==> src/logic/calc_config.svh <==
`ifndef CALC_CONFIG_SVH
`define CALC_CONFIG_SVH

// datapath widths
`define CALC_WIDTH 24
`define KEY_WIDTH 4
`define DIGIT_COUNT_WIDTH 4

// two precedence levels never hold more than 3 numbers
`define STACK_DEPTH 4

// key codes, 0 to 9 are digits
`define KEY_PLUS 4'd10
`define KEY_MINUS 4'd11
`define KEY_EQUALS 4'd12
`define KEY_TIMES 4'd13
`define KEY_BACK 4'd14
`define KEY_DIVIDE 4'd15

`endif

==> src/logic/calc_pkg.sv <==
`include "calc_config.svh"

package calc_pkg;

	// two's complement operand
	typedef logic signed [`CALC_WIDTH-1:0] operand_t;

	// absolute value of an operand
	typedef logic [`CALC_WIDTH-1:0] magnitude_t;

	typedef logic [`KEY_WIDTH-1:0] keyCode_t;

	typedef logic [`DIGIT_COUNT_WIDTH-1:0] digitCount_t;

	typedef enum logic [1:0] {
		IDLE,
		FORWARD, // token out, waiting for tokAck
		ACKED
	} entryState_t;

	typedef enum logic [2:0] {
		WAIT,
		REDUCE,
		PUSH,
		FLUSH, // equals, reduce everything
		EMIT,
		DONE
	} evalState_t;

endpackage

==> src/logic/calculatorTop.sv <==
`timescale 1ns/1ps

module calculatorTop import calc_pkg::*; (
	input  logic        clk,
	input  logic        rst_n,
	input  logic        keyReq,
	input  keyCode_t    keyCode,
	output logic        keyAck,
	output logic        resReq,
	input  logic        resAck,
	output logic        resSign,
	output magnitude_t  resMagnitude,
	output digitCount_t resDigits,
	output logic        resError
);

	// key entry to evaluator
	logic tokReq;
	logic tokAck;
	keyCode_t tokKey;
	operand_t tokOperand;

	// evaluator to formatter
	logic valReq;
	logic valAck;
	operand_t valResult;
	logic valError;

	keyEntry entryU (
		.clk(clk),
		.rst_n(rst_n),
		.keyReq(keyReq),
		.keyCode(keyCode),
		.tokAck(tokAck),
		.keyAck(keyAck),
		.tokReq(tokReq),
		.tokKey(tokKey),
		.tokOperand(tokOperand)
	);

	exprEvaluator evalU (
		.clk(clk),
		.rst_n(rst_n),
		.tokReq(tokReq),
		.tokKey(tokKey),
		.tokOperand(tokOperand),
		.valAck(valAck),
		.tokAck(tokAck),
		.valReq(valReq),
		.valResult(valResult),
		.valError(valError)
	);

	resultFormatter fmtU (
		.clk(clk),
		.rst_n(rst_n),
		.valReq(valReq),
		.valResult(valResult),
		.valError(valError),
		.resAck(resAck),
		.valAck(valAck),
		.resReq(resReq),
		.resSign(resSign),
		.resMagnitude(resMagnitude),
		.resDigits(resDigits),
		.resError(resError)
	);

endmodule

==> src/logic/exprEvaluator.sv <==
`timescale 1ns/1ps
`include "calc_config.svh"

module exprEvaluator import calc_pkg::*; (
	input  logic     clk,
	input  logic     rst_n,
	input  logic     tokReq,
	input  keyCode_t tokKey,
	input  operand_t tokOperand,
	input  logic     valAck,
	output logic     tokAck,
	output logic     valReq,
	output operand_t valResult,
	output logic     valError
);

	localparam int IDX_W = $clog2(`STACK_DEPTH);
	localparam int CNT_W = $clog2(`STACK_DEPTH + 1);

	evalState_t state;
	operand_t numStack [`STACK_DEPTH];
	keyCode_t opStack [`STACK_DEPTH];
	logic [CNT_W-1:0] numCount;
	logic [CNT_W-1:0] opCount;
	logic [IDX_W-1:0] numTop;
	logic [IDX_W-1:0] numNext;
	logic [IDX_W-1:0] opTop;
	logic [IDX_W-1:0] opNext;
	operand_t lhs;
	operand_t rhs;
	operand_t aluResult;
	logic divByZero;
	logic needReduce;
	logic needNext;
	logic reduceNow;

	function automatic logic isHigh(keyCode_t k);
		return k == `KEY_TIMES || k == `KEY_DIVIDE;
	endfunction

	// indices wrap harmlessly when a stack is nearly empty
	assign numTop = IDX_W'(numCount - 1'b1);
	assign numNext = IDX_W'(numCount - 2'd2);
	assign opTop = IDX_W'(opCount - 1'b1);
	assign opNext = IDX_W'(opCount - 2'd2);

	assign lhs = numStack[numNext];
	assign rhs = numStack[numTop];

	// top operator binds at least as tight as the incoming one
	assign needReduce = opCount != '0 && (isHigh(opStack[opTop]) || !isHigh(tokKey));
	assign needNext = opCount > CNT_W'(1) && (isHigh(opStack[opNext]) || !isHigh(tokKey));

	assign reduceNow = state == REDUCE || (state == FLUSH && opCount != '0);

	always_comb begin
		aluResult = rhs;
		divByZero = 1'b0;
		case (opStack[opTop])
			`KEY_PLUS: aluResult = lhs + rhs;
			`KEY_MINUS: aluResult = lhs - rhs;
			`KEY_TIMES: aluResult = lhs * rhs; // low bits only
			`KEY_DIVIDE: begin
				if (rhs == '0) begin
					aluResult = '0;
					divByZero = 1'b1;
				end else
					aluResult = lhs / rhs; // truncates toward zero
			end
			default: aluResult = rhs;
		endcase
	end

	always_ff @(posedge clk or negedge rst_n) begin
		if (!rst_n) begin
			state <= WAIT;
			numCount <= '0;
			opCount <= '0;
			tokAck <= 1'b0;
			valReq <= 1'b0;
			valError <= 1'b0;
		end else begin
			if (reduceNow) begin
				numCount <= numCount - 1'b1;
				opCount <= opCount - 1'b1;
				if (divByZero)
					valError <= 1'b1; // sticky until emitted
			end
			case (state)
				WAIT: begin
					if (tokReq) begin
						numCount <= numCount + 1'b1;
						if (tokKey == `KEY_EQUALS)
							state <= FLUSH;
						else if (needReduce)
							state <= REDUCE;
						else
							state <= PUSH;
					end
				end
				REDUCE: state <= needNext ? REDUCE : PUSH;
				PUSH: begin
					opCount <= opCount + 1'b1;
					tokAck <= 1'b1;
					state <= DONE;
				end
				FLUSH: begin
					if (opCount == '0 && !valAck) begin
						valReq <= 1'b1;
						state <= EMIT;
					end
				end
				EMIT: begin
					if (valAck) begin
						valReq <= 1'b0;
						numCount <= '0;
						opCount <= '0;
						valError <= 1'b0;
						tokAck <= 1'b1;
						state <= DONE;
					end
				end
				DONE: begin
					if (!tokReq) begin
						tokAck <= 1'b0;
						state <= WAIT;
					end
				end
				default: state <= WAIT;
			endcase
		end
	end

	// stack contents and result payload
	always_ff @(posedge clk) begin
		if (state == WAIT && tokReq)
			numStack[IDX_W'(numCount)] <= tokOperand;
		if (reduceNow)
			numStack[numNext] <= aluResult;
		if (state == PUSH)
			opStack[IDX_W'(opCount)] <= tokKey;
		if (state == FLUSH && opCount == '0)
			valResult <= numStack[0]; // single number left
	end

endmodule

==> src/logic/keyEntry.sv <==
`timescale 1ns/1ps
`include "calc_config.svh"

module keyEntry import calc_pkg::*; (
	input  logic     clk,
	input  logic     rst_n,
	input  logic     keyReq,
	input  keyCode_t keyCode,
	input  logic     tokAck,
	output logic     keyAck,
	output logic     tokReq,
	output keyCode_t tokKey,
	output operand_t tokOperand
);

	localparam operand_t TEN = 10;

	entryState_t state;
	operand_t entry;
	logic isDigit;

	assign isDigit = keyCode < `KEY_PLUS; // codes below plus are digits

	always_ff @(posedge clk or negedge rst_n) begin
		if (!rst_n) begin
			state <= IDLE;
			keyAck <= 1'b0;
			tokReq <= 1'b0;
			entry <= '0;
		end else begin
			case (state)
				IDLE: begin
					if (keyReq) begin
						if (isDigit) begin
							entry <= entry * TEN + operand_t'(keyCode); // wraps
							state <= ACKED;
						end else if (keyCode == `KEY_BACK) begin
							entry <= entry / TEN;
							state <= ACKED;
						end else if (!tokAck) begin
							tokReq <= 1'b1;
							state <= FORWARD;
						end
					end
				end
				FORWARD: begin
					if (tokAck) begin
						tokReq <= 1'b0;
						entry <= '0; // next number starts fresh
						state <= ACKED;
					end
				end
				ACKED: begin
					if (!keyAck)
						keyAck <= 1'b1;
					else if (!keyReq) begin
						keyAck <= 1'b0;
						state <= IDLE;
					end
				end
				default: state <= IDLE;
			endcase
		end
	end

	// token payload, stable until tokAck
	always_ff @(posedge clk) begin
		if (state == IDLE && keyReq) begin
			tokKey <= keyCode;
			tokOperand <= entry;
		end
	end

endmodule

==> src/logic/resultFormatter.sv <==
`timescale 1ns/1ps
`include "calc_config.svh"

module resultFormatter import calc_pkg::*; (
	input  logic        clk,
	input  logic        rst_n,
	input  logic        valReq,
	input  operand_t    valResult,
	input  logic        valError,
	input  logic        resAck,
	output logic        valAck,
	output logic        resReq,
	output logic        resSign,
	output magnitude_t  resMagnitude,
	output digitCount_t resDigits,
	output logic        resError
);

	localparam int MAX_DIGITS = 8; // 2^24 - 1 has 8 digits

	logic slotFull;
	logic accept;
	magnitude_t absVal;

	// zero counts as one digit
	function automatic digitCount_t countDigits(magnitude_t m);
		digitCount_t n;
		longint unsigned limit;
		n = digitCount_t'(1);
		limit = 10;
		for (int i = 1; i < MAX_DIGITS; i++) begin
			if (m >= limit)
				n = n + 1'b1;
			limit = limit * 10;
		end
		return n;
	endfunction

	assign accept = valReq && !valAck && !slotFull;
	assign absVal = valResult[`CALC_WIDTH-1] ? magnitude_t'(-valResult) : magnitude_t'(valResult);

	always_ff @(posedge clk or negedge rst_n) begin
		if (!rst_n) begin
			valAck <= 1'b0;
			resReq <= 1'b0;
			slotFull <= 1'b0;
		end else begin
			if (accept)
				valAck <= 1'b1;
			else if (!valReq)
				valAck <= 1'b0;

			if (accept) begin
				resReq <= 1'b1;
				slotFull <= 1'b1;
			end else if (resReq && resAck)
				resReq <= 1'b0;
			else if (slotFull && !resReq && !resAck)
				slotFull <= 1'b0; // free once resAck falls
		end
	end

	always_ff @(posedge clk) begin
		if (accept) begin
			resSign <= valResult[`CALC_WIDTH-1];
			resMagnitude <= absVal;
			resDigits <= countDigits(absVal);
			resError <= valError;
		end
	end

endmodule

==> config.mk <==
export PLATFORM = sky130hd
export DESIGN_NAME = calculatorTop
export DESIGN_NICKNAME = d
export VERILOG_FILES = /design/src/logic/calc_pkg.sv /design/src/logic/calculatorTop.sv /design/src/logic/exprEvaluator.sv /design/src/logic/keyEntry.sv /design/src/logic/resultFormatter.sv
export VERILOG_INCLUDE_DIRS = /design/src /design/src/logic
export SDC_FILE = /design/constraint.sdc
export NUM_CORES = 2
export LEC_CHECK = 0
export BUFFER_PORTS_ARGS = -buffer_cell sky130_fd_sc_hd__buf_2
export CAP_MARGIN = 15
export CORE_UTILIZATION = 40
export DETAILED_ROUTE_END_ITERATION = 16
export PLACE_DENSITY = 0.61
export SLEW_MARGIN = 10
export SYNTH_ARGS = -nofsm -noshare
export SYNTH_HDL_FRONTEND = slang
export SYNTH_HIERARCHICAL = 1
export SYNTH_SLANG_ARGS = --single-unit
==> constraint.sdc <==
create_clock -name clk -period 55.6 [get_ports clk]
set_input_delay 11.12 -clock clk [delete_from_list [all_inputs] [get_ports clk]]
set_output_delay 11.12 -clock clk [all_outputs]
set_load 0.02 [all_outputs]
==> qor.yml <==
status: "finished clean"
ys_warn_count: 6
min_period_ns: 53.71
drtPass1Iterations: 8
num_vias: 44279
cp-startpoint: "evalU/numCount[0]"
synth-async-reset-ratio_pct: 17.8
skew_ns: 0.0201
cts_sinks: 236
cp.required_ns: 55.83
grt_max_degree: 57
syn_nets: 6290
die_w_um: 339
yosysSeqAreaShare_pct: 15.1
post-dp-hpwl_um: 123000
cts_made_buffers: 24
htree_levels: 1
port_buffers: 39
routed_wirelength_um: 160000
critPathKind: "reg -> reg"
fmax_mhz: 18.6
clk_pin_slew_ns: 0.07
r2r_start: "evalU/numCount[0]"
grt_pass1_vias: 42428
overflow: 0
ys.flop_type: "edfxtp_1"
drtAntennaViolNets: 0
drive_gt1_share_pct: 16.5
endpoint_kind: "flop"
syn-mean-instance-area_sq_um: 8.17
ios: 40
final_cells: 7290
gp_congestion: 1.04
cts_tree: "done"
max_slew.worst_pin.slew_ns: 1.10
wire_per_inst_um: 21.9
setup_viol: 0
fin_crit_sh_pct: 96.6
reg2reg_slack_ns: 1.89
synth_area_sq_um: 45500
antenna_found_initial: 4
clk_path_buf_depth: 3
hold_viol_final: 0
holdBufCountCts: 0
r2r-end: "evalU/numStack[3][17]"
nets: 6486
grt_first_pass_wirelength_um: 245000
cpPeakStageDelay_ns: 0.65
ys_ff_latch: 236
vias_per_cell: 6.07
cts-root-buf: "clkbuf_16"
r2r_cells: 251
postLayoutCoreUtil_pct: 46.1
fp.dieArea_sq_um: 115000
min_from: "evalU/numStack[0][14]"
drtIter0Drc: 4112
drv_slew: 0
synth_cell_type_count: 136
track_usage_pct: 26.5
synthTopCellsByCount: "nand2_1 (573), ha_1 (490), nor2_1 (458), inv_1 (405), a21oi_1 (322)"
whs_endpoint: "evalU/valResult[14]"
area_growth_pct: 14.2
synth_area_leader_cell: "ha_1"
synth_top_area_share_pct: 13.5
dp_cells: 7164
critPathMaxFanout: 20
arrival_ns: 53.94
yosys-top-cells-area: "ha_1 (13%), edfxtp_1 (13%), fa_1 (9.5%)"
whs_ns: 0.490
rows: 123
maxCapViolCount: 0
drt_drc_violations_left: 0
cp_common_cell: "o21a_1"
worstHoldPathType: "reg -> reg"
synth_edf_count: 194
synth_most_common_cell: "nand2_1"
initial_core_util_pct: 40.4
min_path_cells: 0
synthCells: 5576
fp.dieH_um: 339
core_area_sq_um: 113000
clk_latency_ns: 0.53
cp_slowest_cell: "mux4_2"
max_slew_margin_pct: 26.8
critPathLaunchType: "flop"
==> area by class of cell <==
type / instances / area (sq um)
multi-input cells: 4678 / 37600
clock buffers: 28 / 616
diodes: 1 / 2.50
clock inverters: 15 / 145
well taps: 1500 / 1880
repair buffers: 424 / 3310
flip-flops and latches: 236 / 6880
inverters: 408 / 1540
fillers: 11006 / 60700
==> metal layers <==
layer / global-route usage, % / up-vias / wire length [um]
li1: - / 20638 / -
met2: 44.5 / 1816 / 74500
met1: 35.8 / 21466 / 68100
met3: 2.33 / 357 / 10900
met5: 0 / - / 13
met4: 8.87 / 2 / 6530
==> sequential cells by signal, summed over array words and instances (netlist names), 2 cells and up <==
| register | count |
|---|---|
| evalU/numStack | 96 |
| entryU/entry | 24 |
| entryU/tokOperand | 24 |
| evalU/valResult | 24 |
| fmtU/resMagnitude | 24 |
| evalU/opStack | 16 |
| entryU/tokKey | 4 |
| fmtU/resDigits | 4 |
| evalU/opCount | 3 |
| evalU/state | 3 |
| entryU/state | 2 |
| evalU/numCount | 2 |
==> logic make-up (layout without fill, tap and decap cells) <==
kind of cell,Yosys count,count (layout),share of synthesized area [%]
flops,236,236,15.1
other cells,0,1,0
buf+inv,664,875,5.85
mux,163,163,5.10
simple gates,1936,1936,20.8
fa+ha+maj,708,708,23.0
xor+xnor,441,441,8.60
compound gates,1428,1430,21.5
==> worst max-delay path: cells and delay by family (launching register included) <==
kind	cells	cell delay, ns
compound gates	136	27.00
simple gates	64	12.54
fa+ha+maj	23	6.48
mux	10	3.40
buf+inv	17	2.97
flops	1	0.52
xor+xnor	1	0.34
==> how the worst max path moves through the flow <==
stage                                  endpoint  slack [ns]
after CTS                 evalU/numStack[3][22]        0.03
after floorplan           evalU/numStack[0][20]        0.01
after global placement    evalU/numStack[0][14]       -0.67
after detailed placement  evalU/numStack[2][20]       -1.77
after global routing      evalU/numStack[3][21]       -0.37
final                     evalU/numStack[3][17]        1.89
==> what timing repair did <==
item	4_1_cts	5_1_grt
pin swaps	10	103
endpoints found under the setup margin	96	96
resized for setup	42	242
cloned	1	6
setup buffers	8	66
==> through the flow <==
stage	area (sq um)	setup WS, ns	TNS, ns
2_1_floorplan	45700	0.0101	0
5_1_grt	52000	-0.374	-20.38
3_5_place_dp	49200	-1.77	-129.19
4_1_cts	50200	0.0251	0
3_3_place_gp	49200	-0.675	-26.25
6_report	52000	1.89	0
==> placed cells by master, fill, tap and decap left out, types with 58 or more instances in the layout <==
master	count
o21ai_0	232
a21o_1	89
fa_1	216
nand3_1	128
ha_1	472
nor3_1	166
a31oi_1	58
mux2_2	62
o21a_1	91
edfxtp_1	194
a21oi_1	299
nand2_1	569
and2_1	148
inv_1	403
buf_4	360
nor2_1	440
xor2_1	162
xnor2_1	261
Power is not shown: default switching activity piles up to over one toggle a cycle in this logic, so the estimate is an artifact.
